$ cat src/common/pce_pkg.sv
package pce_pkg;

  // rom side, byte address of the download stream
  typedef logic [23:0] rom_addr_t;

  // one 16-bit word from the download port, also the rom data word
  typedef logic [15:0] rom_word_t;

  // rom size in 4 KB pages
  typedef logic [11:0] rom_size_t;

  // nibble handed back to the console on a pad read
  typedef logic [3:0] joy_nibble_t;

  // multitap port number
  typedef logic [2:0] joy_port_t;

  // full 16-bit answer of one port before the nibble is picked
  typedef logic [15:0] pad_word_t;

  // console side of the backup ram, byte addressed
  typedef logic [10:0] bram_addr_t;
  typedef logic [7:0] bram_byte_t;

  // save file side, block number and word index in the block
  typedef logic [16:0] sd_lba_t;
  typedef logic [7:0] sd_buff_addr_t;
  typedef logic [15:0] save_word_t;

  // cart loader bus states
  typedef enum logic [1:0] {
    LOAD_IDLE,
    LOAD_BUS,
    LOAD_RELEASE
  } loader_state_e;

  // address bits 23..4 of the two signature spots
  localparam logic [19:0] POP_TAG_LO = 20'h001f2;
  localparam logic [19:0] POP_TAG_HI = 20'h00212;

  // expected words at offsets 6, 8, 10 and 12
  // spells "POPULOUS" as byte pairs
  localparam rom_word_t POP_SIG_6  = 16'h4f50;
  localparam rom_word_t POP_SIG_8  = 16'h5550;
  localparam rom_word_t POP_SIG_10 = 16'h4f4c;
  localparam rom_word_t POP_SIG_12 = 16'h5355;

  // empty multitap port, buttons all released
  localparam pad_word_t NO_PAD_WORD = 16'h0fff;

  // save blocks below this number live in internal ram
  localparam sd_lba_t BK_INT_BLOCKS = 17'd4;

endpackage

$ cat src/joypad_scanner.sv
`timescale 1ns/1ps

module joypad_scanner (
  input  logic                 clk_sys_42_95,
  input  logic                 rst_n,
  input  logic                 button_a,
  input  logic                 button_b,
  input  logic                 button_select,
  input  logic                 button_start,
  input  logic                 dpad_up,
  input  logic                 dpad_down,
  input  logic                 dpad_left,
  input  logic                 dpad_right,
  input  logic                 multitap_en,
  input  logic                 six_button_en,
  input  logic                 joy_clr,
  input  logic                 joy_sel,
  output pce_pkg::joy_nibble_t joy_in
);

  pce_pkg::pad_word_t pad0_word;
  pce_pkg::pad_word_t pad_word;
  pce_pkg::joy_port_t joy_port;
  logic               clr_q;
  logic               sel_q;
  logic               clr_d;
  logic               clr_rise;
  logic               sel_rise;
  logic               high_buttons;

  // port 0 answer, console expects pressed = 0
  // upper nibble pair feeds the six-button id read
  assign pad0_word = {
    4'h0,
    4'hf,
    ~dpad_down,
    ~dpad_left,
    ~dpad_right,
    ~dpad_up,
    ~button_start,
    ~button_select,
    ~button_b,
    ~button_a
  };

  // only one real pad, the rest of the tap is empty
  assign pad_word = (joy_port == '0) ? pad0_word : pce_pkg::NO_PAD_WORD;

  assign clr_rise = clr_q & ~clr_d;
  // sel edge taken at the input so the port steps before the next pick
  assign sel_rise = joy_sel & ~sel_q;

  // console lines registered once, clr keeps one more stage of history
  always_ff @(posedge clk_sys_42_95 or negedge rst_n) begin
    if (!rst_n) begin
      clr_q <= 1'b0;
      sel_q <= 1'b0;
      clr_d <= 1'b0;
    end else begin
      clr_q <= joy_clr;
      sel_q <= joy_sel;
      clr_d <= clr_q;
    end
  end

  always_ff @(posedge clk_sys_42_95 or negedge rst_n) begin
    if (!rst_n) begin
      joy_in       <= '0;
      joy_port     <= '0;
      high_buttons <= 1'b0;
    end else if (clr_q) begin
      // clear phase, back to the first tap port
      joy_in   <= '0;
      joy_port <= '0;
      // six-button pads alternate normal and id scans
      if (clr_rise) high_buttons <= ~high_buttons & six_button_en;
    end else begin
      // nibble pick by scan half and sel
      joy_in <= pad_word[{high_buttons, sel_q, 2'b00} +: 4];
      if (sel_rise && multitap_en) joy_port <= joy_port + 3'd1;
    end
  end

endmodule

$ cat config.mk
export PLATFORM = sky130hd
export DESIGN_NAME = joypad_scanner
export DESIGN_NICKNAME = d
export VERILOG_FILES = /design/src/common/pce_pkg.sv /design/src/joypad_scanner.sv
export SDC_FILE = /design/constraint.sdc
export NUM_CORES = 1
export LEC_CHECK = 0
export ABC_CLOCK_PERIOD_IN_PS = 1900
export BUFFER_PORTS_ARGS = -buffer_cell sky130_fd_sc_hd__buf_4
export CAP_MARGIN = 25
export CORE_MARGIN = 3
export CORE_UTILIZATION = 29
export CTS_CLUSTER_DIAMETER = 30
export DETAILED_ROUTE_END_ITERATION = 10
export SKIP_LAST_GASP = 1
export SYNTH_ARGS = -nofsm -noshare
export SYNTH_HDL_FRONTEND = slang
export SYNTH_SLANG_ARGS = --single-unit
$ cat constraint.sdc
create_clock -name clk_sys_42_95 -period 1.9 [get_ports clk_sys_42_95]
set_clock_uncertainty 0.15 [all_clocks]
set_input_delay 0.475 -clock clk_sys_42_95 [delete_from_list [all_inputs] [get_ports clk_sys_42_95]]
set_output_delay 0.475 -clock clk_sys_42_95 [all_outputs]
set_load 0.05 [all_outputs]
==> metrics <==
First DRT Iteration DRCs=3; cell family with most CP delay=flip-flops; clock-pin slew on the worst setup and hold paths=70 ps; GRT Total Usage=11.7%; Crit. End Element=output port; Cell Chain, Critical Path=buf_4; total die area=2300 um2; fin crit share=75.7%; post-synthesis sequential area ratio=53.8%; Row Count=14; Synth area leaders=dfrtp_1 54%, mux2_2 8.8%, ha_1 4.9%; drt via density=4.68; data arrival time of the critical path=810 ps; syn nets=56; share of the synthesized area in the top cell type=53.8%; Clock Latency Late Sink=260 ps; Yosys cell types=16; min setup slack post-route=462 ps; Fin. Hold Viols=0; Die W=48.0 um; RSZ-0062 raised after global routing=false; vias in the first global route=394; PwrDens=811 nW/um2; top cell type by total area after synthesis=dfrtp_1; initial core utilization=32.5%; P_leak=0.000334 uW; die height=48.0 um; post-layout min period=1440 ps; final wirelength=965 um; setup TNS=0 ps; Clock Root Buffer=clkbuf_4; Placement Setup Slack=480 ps; Setup CP Type=flip-flop to output port; Cell Area, Synth=512 um2; drt first pass iters=3; Diodes inserted=0; Mapped Cells=40; Sequential Area=275 um2; Hold WC Path Type=primary input to flip-flop; placer congestion estimate=0.649; Max Slew Vio Count=0; Max Fclk=695 MHz; vias=360; area of the multi-input gates=218 um2; Slowest Stage Delay on Critical Path=370 ps; PortBufs=17; H-tree depth=1; Worst Tran Pin Value=445 ps; # fillers=159; Final HPWL DP=739 um; mean routed wirelength per cell=12.5 um; global-route wire length before repair=1.73 mm; ANT nets after route=0; Post-Syn Area per Cell=12.8 um2; Slew HR=70.2%; initial antenna violation count=0; share of layout cells above drive strength 1=44.3%; CP max FO=1; gr ovfl total=0; number of synthesis warnings=0; # setup viols final=0; peak supply drop=0.000465 V; Final #Nets=78; Critical Path Start Type=flip-flop; Num CTS Buffers=3; drt drc=0; largest net degree at the start of global routing=12; Pwr Total=555 uW; Worst Path Buf+Inv=1; clock tree buffer depth=2; P&R area growth vs syn=33.7%; status=complete, no violations; CTS tree=built; Clock Sinks=11; slowest CP cell=dfrtp_1; Seq cells post-synth=11; Crit path required time=1270 ps; IO Pins=18; core area=1580 um2; Max-Cap Viols=0
-- logic make-up (layout without fill, tap and decap cells) --
| kind of cell | Yosys count | in the layout | synth area share, % |
|---|---|---|---|
| AOI/OAI and AO/OA | 5 | 5 | 5.62 |
| adders and majority gates | 2 | 2 | 4.89 |
| buffers and inverters | 3 | 24 | 3.67 |
| DFF | 11 | 11 | 53.8 |
| muxes | 8 | 8 | 18.1 |
| and+or+nand+nor | 11 | 11 | 13.9 |
-- worst paths after layout --
kind	to	slack (ps)	from	cells past startpoint
max	joy_in[3]	460	joy_in[3]	1
min	clr_q	170	joy_clr	1
max reg2reg	joy_in[2]	470	joy_port[0]	4
min reg2reg	clr_d	380	clr_q	0
max in group asynchronous	high_buttons	1020	rst_n	2
min in group asynchronous	joy_in[0]	430	rst_n	2
-- layout make-up --
cell class,instances,area share [%]
inverters,2,1.10
multi-input cells,26,31.8
clock buffers,4,3.84
flip-flops and latches,11,40.2
repair buffers,18,20.1
well taps,16,2.93
-- power by group --
part	leakage [uW]	switching (uW)	internal, uW
combinational	0.000179	75.5	57.3
clock	0.0000150	71.0	81.1
sequential	0.000140	14.5	256
total	0.000334	161	394
-- sequential cells by signal, summed over array words and instances, names as in the netlist --
register	flops
sel_q	1
clr_d	1
joy_port	3
high_buttons	1
joy_in	4
clr_q	1
-- synthesized netlist by cell type (all sizes together) --
| cell | count |
|---|---|
| a21o | 1 |
| a21oi | 4 |
| and3b | 1 |
| buf | 1 |
| dfrtp | 11 |
| ha | 2 |
| inv | 2 |
| mux2 | 7 |
| mux2i | 1 |
| nand2b | 2 |
| nand4b | 1 |
| nor2 | 2 |
| nor2b | 4 |
| nor3b | 1 |
-- per-layer routing --
metal	GRT usage (%)	vias to the layer above	wire, um
met5	0	-	0
met4	8.06	0	27
met3	4.51	2	52
met2	17.9	13	424
met1	13.2	164	461
li1	-	181	-
-- cells in the final DEF, fill, tap and decap left out, drive strengths merged --
cell	instances
buf	17
dfrtp	11
mux2	7
a21oi	4
nor2b	4
clkbuf	4
inv	2
nor2	2
nand2b	2
ha	2
nor3b	1
a21o	1
nand4b	1
and3b	1
mux2i	1
dlygate4sd3	1
-- what timing repair did --
action                                  CTS  global route
hold buffers                              1             0
endpoints found under the setup margin    0             0
setup buffers                             0             0
hold endpoints to repair                 11             0
resized for setup                         0             0
-- per-stage QoR --
| stage | hold WS [ps] | cell area [um2] | util [%] | instances |
|---|---|---|---|---|
| finish | 168 | 684 | 43.4 | 77 |
| global route | 148 | 684 | 43.4 | 77 |
| CTS | 156 | 684 | 43.4 | 77 |
| detailed placement | 168 | 648 | 41.1 | 72 |
| global placement | 168 | 648 | 41.1 | 72 |
| floorplan | 29.4 | 512 | - | 40 |
Power figures use the tool's default switching activity.
