--- src/common/pce_pkg.sv ---
package pce_pkg;

  // rom side, byte address of the download stream
  typedef logic [23:0] rom_addr_t;

  // one 16-bit word from the download port, also the rom data word
  typedef logic [15:0] rom_word_t;

  // rom size in 4 KB pages
  typedef logic [11:0] rom_size_t;

  // nibble handed back to the console on a pad read
  typedef logic [3:0] joy_nibble_t;

  // multitap port number
  typedef logic [2:0] joy_port_t;

  // full 16-bit answer of one port before the nibble is picked
  typedef logic [15:0] pad_word_t;

  // console side of the backup ram, byte addressed
  typedef logic [10:0] bram_addr_t;
  typedef logic [7:0] bram_byte_t;

  // save file side, block number and word index in the block
  typedef logic [16:0] sd_lba_t;
  typedef logic [7:0] sd_buff_addr_t;
  typedef logic [15:0] save_word_t;

  // cart loader bus states
  typedef enum logic [1:0] {
    LOAD_IDLE,
    LOAD_BUS,
    LOAD_RELEASE
  } loader_state_e;

  // address bits 23..4 of the two signature spots
  localparam logic [19:0] POP_TAG_LO = 20'h001f2;
  localparam logic [19:0] POP_TAG_HI = 20'h00212;

  // expected words at offsets 6, 8, 10 and 12
  // spells "POPULOUS" as byte pairs
  localparam rom_word_t POP_SIG_6  = 16'h4f50;
  localparam rom_word_t POP_SIG_8  = 16'h5550;
  localparam rom_word_t POP_SIG_10 = 16'h4f4c;
  localparam rom_word_t POP_SIG_12 = 16'h5355;

  // empty multitap port, buttons all released
  localparam pad_word_t NO_PAD_WORD = 16'h0fff;

  // save blocks below this number live in internal ram
  localparam sd_lba_t BK_INT_BLOCKS = 17'd4;

endpackage

--- src/cart_loader/cart_loader.sv ---
`timescale 1ns/1ps

module cart_loader (
  input  logic               clk_sys_42_95,
  input  logic               rst_n,
  input  logic               cart_download,
  input  logic               ioctl_wr,
  input  pce_pkg::rom_word_t ioctl_dout,
  input  logic               swap_bits,
  input  logic               rom_wb_ack,
  output logic               ioctl_wait,
  output logic               rom_wb_cyc,
  output logic               rom_wb_stb,
  output logic               rom_wb_we,
  output pce_pkg::rom_addr_t rom_wb_adr,
  output pce_pkg::rom_word_t rom_wb_dat,
  output logic [1:0]         rom_wb_sel,
  output pce_pkg::rom_size_t rom_size,
  output logic               rom_pop
);

  pce_pkg::loader_state_e state;
  pce_pkg::rom_addr_t     load_addr;
  pce_pkg::rom_word_t     swapped;
  logic                   old_download;
  logic                   prev_wr;
  logic                   wr_rise;
  logic                   wr_fall;
  logic                   download_rise;
  logic                   bus_start;

  // bit order reversed inside each byte, byte order kept
  always_comb begin
    swapped = ioctl_dout;
    if (swap_bits) begin
      for (int i = 0; i < 8; i++) begin
        swapped[i]     = ioctl_dout[7 - i];
        swapped[8 + i] = ioctl_dout[15 - i];
      end
    end
  end

  assign wr_rise       = ioctl_wr & ~prev_wr;
  assign wr_fall       = ~ioctl_wr & prev_wr;
  assign download_rise = cart_download & ~old_download;

  // new request only outside an open bus cycle
  assign bus_start = wr_rise && (state != pce_pkg::LOAD_BUS);

  always_ff @(posedge clk_sys_42_95 or negedge rst_n) begin
    if (!rst_n) begin
      old_download <= 1'b0;
      prev_wr      <= 1'b0;
    end else begin
      old_download <= cart_download;
      prev_wr      <= ioctl_wr;
    end
  end

  // download address, steps one word per write strobe
  always_ff @(posedge clk_sys_42_95 or negedge rst_n) begin
    if (!rst_n) begin
      load_addr <= '0;
    end else if (download_rise) begin
      load_addr <= '0;
    end else if (wr_fall) begin
      load_addr <= load_addr + 24'd2;
    end
  end

  // bus sequencing
  // release waits for the source to drop ioctl_wr
  always_ff @(posedge clk_sys_42_95 or negedge rst_n) begin
    if (!rst_n) begin
      state <= pce_pkg::LOAD_IDLE;
    end else begin
      case (state)
        pce_pkg::LOAD_IDLE: begin
          if (wr_rise) state <= pce_pkg::LOAD_BUS;
        end
        pce_pkg::LOAD_BUS: begin
          if (rom_wb_ack) state <= pce_pkg::LOAD_RELEASE;
        end
        pce_pkg::LOAD_RELEASE: begin
          if (wr_rise) state <= pce_pkg::LOAD_BUS;
          else if (!ioctl_wr) state <= pce_pkg::LOAD_IDLE;
        end
        default: state <= pce_pkg::LOAD_IDLE;
      endcase
    end
  end

  // address and data frozen for the whole cycle
  // counter may move on while ack is pending
  always_ff @(posedge clk_sys_42_95) begin
    if (bus_start) begin
      rom_wb_adr <= load_addr;
      rom_wb_dat <= swapped;
    end
  end

  assign rom_wb_cyc = (state == pce_pkg::LOAD_BUS);
  assign rom_wb_stb = rom_wb_cyc;
  assign rom_wb_we  = rom_wb_cyc;
  assign rom_wb_sel = 2'b11;
  // stall the source until the slave takes the word
  assign ioctl_wait = rom_wb_cyc;

  // 4 KB pages
  assign rom_size = load_addr[23:12];

  populous_detect u_populous_detect (
    .clk_sys_42_95 (clk_sys_42_95),
    .rst_n         (rst_n),
    .cart_download (cart_download),
    .word_strobe   (bus_start),
    .word_addr     (load_addr),
    .word_data     (swapped),
    .bank_sel      (load_addr[9]),
    .pop_flag      (rom_pop)
  );

endmodule

--- src/cart_loader/populous_detect.sv ---
`timescale 1ns/1ps

module populous_detect (
  input  logic               clk_sys_42_95,
  input  logic               rst_n,
  input  logic               cart_download,
  input  logic               word_strobe,
  input  pce_pkg::rom_addr_t word_addr,
  input  pce_pkg::rom_word_t word_data,
  input  logic               bank_sel,
  output logic               pop_flag
);

  logic [1:0]         pop_bank;
  logic               old_download;
  logic               sig_loc;
  logic               check_en;
  pce_pkg::rom_word_t expected;

  // signature word for this offset, only four offsets checked
  always_comb begin
    check_en = 1'b1;
    expected = '0;
    case (word_addr[3:0])
      4'd6:    expected = pce_pkg::POP_SIG_6;
      4'd8:    expected = pce_pkg::POP_SIG_8;
      4'd10:   expected = pce_pkg::POP_SIG_10;
      4'd12:   expected = pce_pkg::POP_SIG_12;
      default: check_en = 1'b0;
    endcase
  end

  // either of the two header spots
  assign sig_loc = (word_addr[23:4] == pce_pkg::POP_TAG_LO) ||
                   (word_addr[23:4] == pce_pkg::POP_TAG_HI);

  // one flag per 8 KB bank, addr bit 13
  // assumed populous until a signature word misses
  always_ff @(posedge clk_sys_42_95 or negedge rst_n) begin
    if (!rst_n) begin
      old_download <= 1'b0;
      pop_bank     <= 2'b11;
    end else begin
      old_download <= cart_download;
      if (cart_download && !old_download) begin
        pop_bank <= 2'b11;
      end else if (word_strobe && sig_loc && check_en && (word_data != expected)) begin
        pop_bank[word_addr[13]] <= 1'b0;
      end
    end
  end

  assign pop_flag = pop_bank[bank_sel];

endmodule

--- config.mk ---
export PLATFORM = sky130hd
export DESIGN_NAME = cart_loader
export DESIGN_NICKNAME = d
export VERILOG_FILES = /design/src/common/pce_pkg.sv /design/src/cart_loader/cart_loader.sv /design/src/cart_loader/populous_detect.sv
export SDC_FILE = /design/constraint.sdc
export NUM_CORES = 1
export LEC_CHECK = 0
export CAP_MARGIN = 20
export CORE_MARGIN = 2
export CORE_UTILIZATION = 30
export CTS_CLUSTER_SIZE = 40
export DETAILED_ROUTE_END_ITERATION = 8
export DONT_BUFFER_PORTS = 1
export PLACE_DENSITY_LB_ADDON = 0.2
export SETUP_SLACK_MARGIN = 0.1
export SLEW_MARGIN = 20
export SYNTH_ARGS = -nofsm -noshare
export SYNTH_HDL_FRONTEND = slang
export SYNTH_SLANG_ARGS = --single-unit
export TNS_END_PERCENT = 5
--- constraint.sdc ---
create_clock -name clk_sys_42_95 -period 5.13 [get_ports clk_sys_42_95]
set_input_delay 1.026 -clock clk_sys_42_95 [delete_from_list [all_inputs] [get_ports clk_sys_42_95]]
set_output_delay 1.026 -clock clk_sys_42_95 [all_outputs]
set_load 0.005 [all_outputs]
==> results.md <==
- Boundary Pins: 81
- Vias in the first global route: 1970
- First-pass GRT wire length: between 10 and 15 mm
- Width of the die: approximately 110 um
- Worst skew pair latency: approximately 0.35 ns
- Setup tns final: 0 ns
- Dpl cells: 389
- Setup Buffers After CTS: 0
- Post-Syn Instances: around 280
- R2R setup slack: 2.93 ns
- FF-to-FF Start: load_addr[1]
- Status: finished, final reports clean
- Pin count of the biggest net entering global routing: 30
- Unrepaired setup endpoints after global routing: no
- Max-cap viol count: 0
- DIE HEIGHT: 108 um
- Max Root-Sink Buffers: 2
- Worst vdd ir: ~0.12 mV
- Hold buffers post-CTS: 0
- Die area: 11700 sq um
- Worst Setup End Kind: register
- Ant diodes: 0
- Relative slew slack: 32.7%
- Grt ovf: 0
- GRT Total Usage: 12.5%
- Vias/cell: 4.92
- Routability cong.: 0.773
- FILL cells: 1088
- Final core utilization: between 30% and 40%
- Sequential area share after synthesis: between 50% and 60%
- Synthesized cell area: 3250 sq um
- CTS root buf: clkbuf_8
- IO Port Bufs: 0
- Top_reg_cell synth: edfxtp_1
- Final Hold Fails: 0
- Number of synthesized register bits: 68
- # setup viols final: 0
- YS warnings: 0
- Wirelength per Cell: about 17 um
- Via count: 1994
- R2R cell count: 6
- Final Max Slew Viols: 0
- Critical path data arrival time: 2.65 ns
- Layout area overhead: 6.35%
- Least-Margin Pin Slew: 1.01 ns
- Flop pwr share: a little over half
- Switching Fraction: 23.9%
- CTS resizes: 0
- Reg2Reg Capture Point: load_addr[23]
- Netlist cell types: 53
- Cts bufs inserted: 9
- Comb pwr share: 7.4%
- Hold WC Path Type: input pin to async pin
- Final nets: between 200 and 300
- Post-synth EDFFs: 39
- Clock sink count: 68
- Worst setup SP type: input pin
- Pwr Density: 341 nW/um^2
- Critical path class: input pin to register
- Fraction of registers with async set or reset after synthesis: between 40 and 50%
- Post-Layout Cell Count: a little over 400
- H-tree lvl count: 3
- Worst path required time: 5.41 ns
- Avg Cell Area, Syn: ~12 sq um
- CTS tree: yes
- Clock transition at path regs: 0.07 ns
- Upper clock frequency limit: 0.422 GHz
- Initial Utilization: between 30% and 40%
- Core Box Area: approximately 11000 sq um
- Period minus WS final: 2.37 ns
- Placement Rows: 38
- 1st-pass router iterations: 7
- Clock share of power: 39.1%
- Leak: 0.00126 uW
- Residual DRC: 0
- Pint: about 900 uW
- Crit share post-route: 46.2%
- Layout cell share with drive strength beyond 1: 14.0%
- Post-DP HPWL: 4.72 mm
- Initial DRC count: 139
- Initial antenna violation count: 0
- Clock Skew: 0.00714 ns
- Total wire length: 6.89 mm
- Crit path max fanout: 22
- Psw: 282 uW
- Detail Route Antenna Nets: 0
## cells in the final DEF (no fill, tap or decap), drive strengths merged, types with 2 or more instances in the layout
master  synthesis  layout
mux2i           5       5
nor4b           3       3
conb            2       3
clkbuf          6      12
nor2b           6       6
or2             2       2
xor2            7       7
nand4b          3       3
nor4            3       3
mux2           12      12
dfrtp          27      27
nand3b          2       2
inv             8       9
edfxtp         39      39
nand4           5       5
a21oi           9       9
nor3            3       3
and3            5       5
o21ai           6       6
buf            23       2
clkinv          0       2
nand3          10      10
or3             4       4
nor2           32      32
dfstp           2       2
a31oi           4       4
xnor2          12      12
nand2b          4       4
nand2          12      12
## worst max-delay path by stage
stage / startpoint / endpoint / slack (ns)
final: swap_bits / u_populous_detect.pop_bank[1] / 2.76
after global routing: swap_bits / u_populous_detect.pop_bank[0] / 2.50
after CTS: swap_bits / u_populous_detect.pop_bank[1] / 2.74
after detailed placement: swap_bits / u_populous_detect.pop_bank[1] / 2.35
after global placement: swap_bits / u_populous_detect.pop_bank[1] / 2.46
after floorplan: ioctl_wr / u_populous_detect.pop_bank[0] / 1.63
## critical path: stages
cell	delay, ns
mux2i_1	0.49
a221oi_1	0.16
a2111oi_0	0.46
and3_1	0.22
nand4_1	0.13
a31oi_1	0.16
## Yosys cell counts (all sizes together), types with 5 or more instances
cell type | instances | share of area, %
nor2b | 6 | 1.2
xnor2 | 12 | 3.2
nand4 | 5 | 1.4
o21ai | 6 | 0.92
edfxtp | 39 | 36
nand2 | 12 | 1.4
and3 | 5 | 0.96
nand3 | 10 | 1.5
dfrtp | 27 | 21
buf | 23 | 5.2
mux2 | 12 | 4.2
a21oi | 9 | 1.4
nor2 | 32 | 3.7
xor2 | 7 | 1.9
inv | 8 | 0.92
mux2i | 5 | 1.5
clkbuf | 6 | 0.88
## power by group through the flow
| stage | combinational [uW] | sequential [uW] | clock [uW] |
|---|---|---|---|
| global placement | 86.6 | 643 | 0 |
| CTS | 88.2 | 632 | 477 |
| detailed placement | 87.7 | 642 | 0 |
| floorplan | 83.2 | 631 | 0 |
| global route | 98.2 | 636 | 501 |
| finish | 86.9 | 631 | 460 |
## flip-flops by register name, summed over array words and instances (netlist names)
signal / cells
load_addr: 23
state: 2
rom_wb_dat: 16
u_populous_detect.pop_bank: 2
prev_wr: 1
u_populous_detect.old_download: 1
rom_wb_adr: 23
## per-layer routing
| metal | up-vias | wire (um) | part of all wire [%] | global-route usage, % |
|---|---|---|---|---|
| met1 | 984 | 3280 | 48 | 17.2 |
| met2 | 61 | 3070 | 45 | 17.9 |
| met3 | 11 | 425 | 6.2 | 4.10 |
| met4 | 0 | 118 | 1.7 | 5.86 |
| li1 | 938 | - | - | - |
| met5 | - | 0 | 0 | 0 |
## final cells by class
| class | count | area [sq um] | share of cell area (%) |
|---|---|---|---|
| Clock inverter | 4 | 46.3 | 1.34 |
| Tap cell | 140 | 175 | 5.06 |
| Multi-Input combinational cell | 171 | 1140 | 32.9 |
| Sequential cell | 68 | 1900 | 54.9 |
| Inverter | 8 | 30.0 | 0.868 |
| Timing Repair Buffer | 2 | 15.0 | 0.434 |
| Clock buffer | 12 | 156 | 4.52 |
## per-stage QoR
| stage | setup slack [ns] | area (sq um) | total power (uW) | hold slack [ns] |
|---|---|---|---|---|
| floorplan | 1.63 | 3260 | 714 | 0.426 |
| global placement | 2.46 | 3260 | 730 | 0.467 |
| detailed placement | 2.35 | 3260 | 730 | 0.490 |
| CTS | 2.74 | 3460 | 1200 | 0.336 |
| global route | 2.50 | 3460 | 1240 | 0.332 |
| finish | 2.76 | 3460 | 1180 | 0.361 |
## cell families (layout without fill, tap and decap cells)
logic type	after synthesis	count (layout)	share of synthesized area [%]
mux	17	17	5.69
fa+ha+maj	1	1	0.385
compound gates	31	31	6.27
buf+inv	37	26	7.00
simple gates	100	100	16.9
xor+xnor	19	19	5.12
flops	68	68	58.4
other cells	2	3	0.231
(Power assumes the default switching activity.)
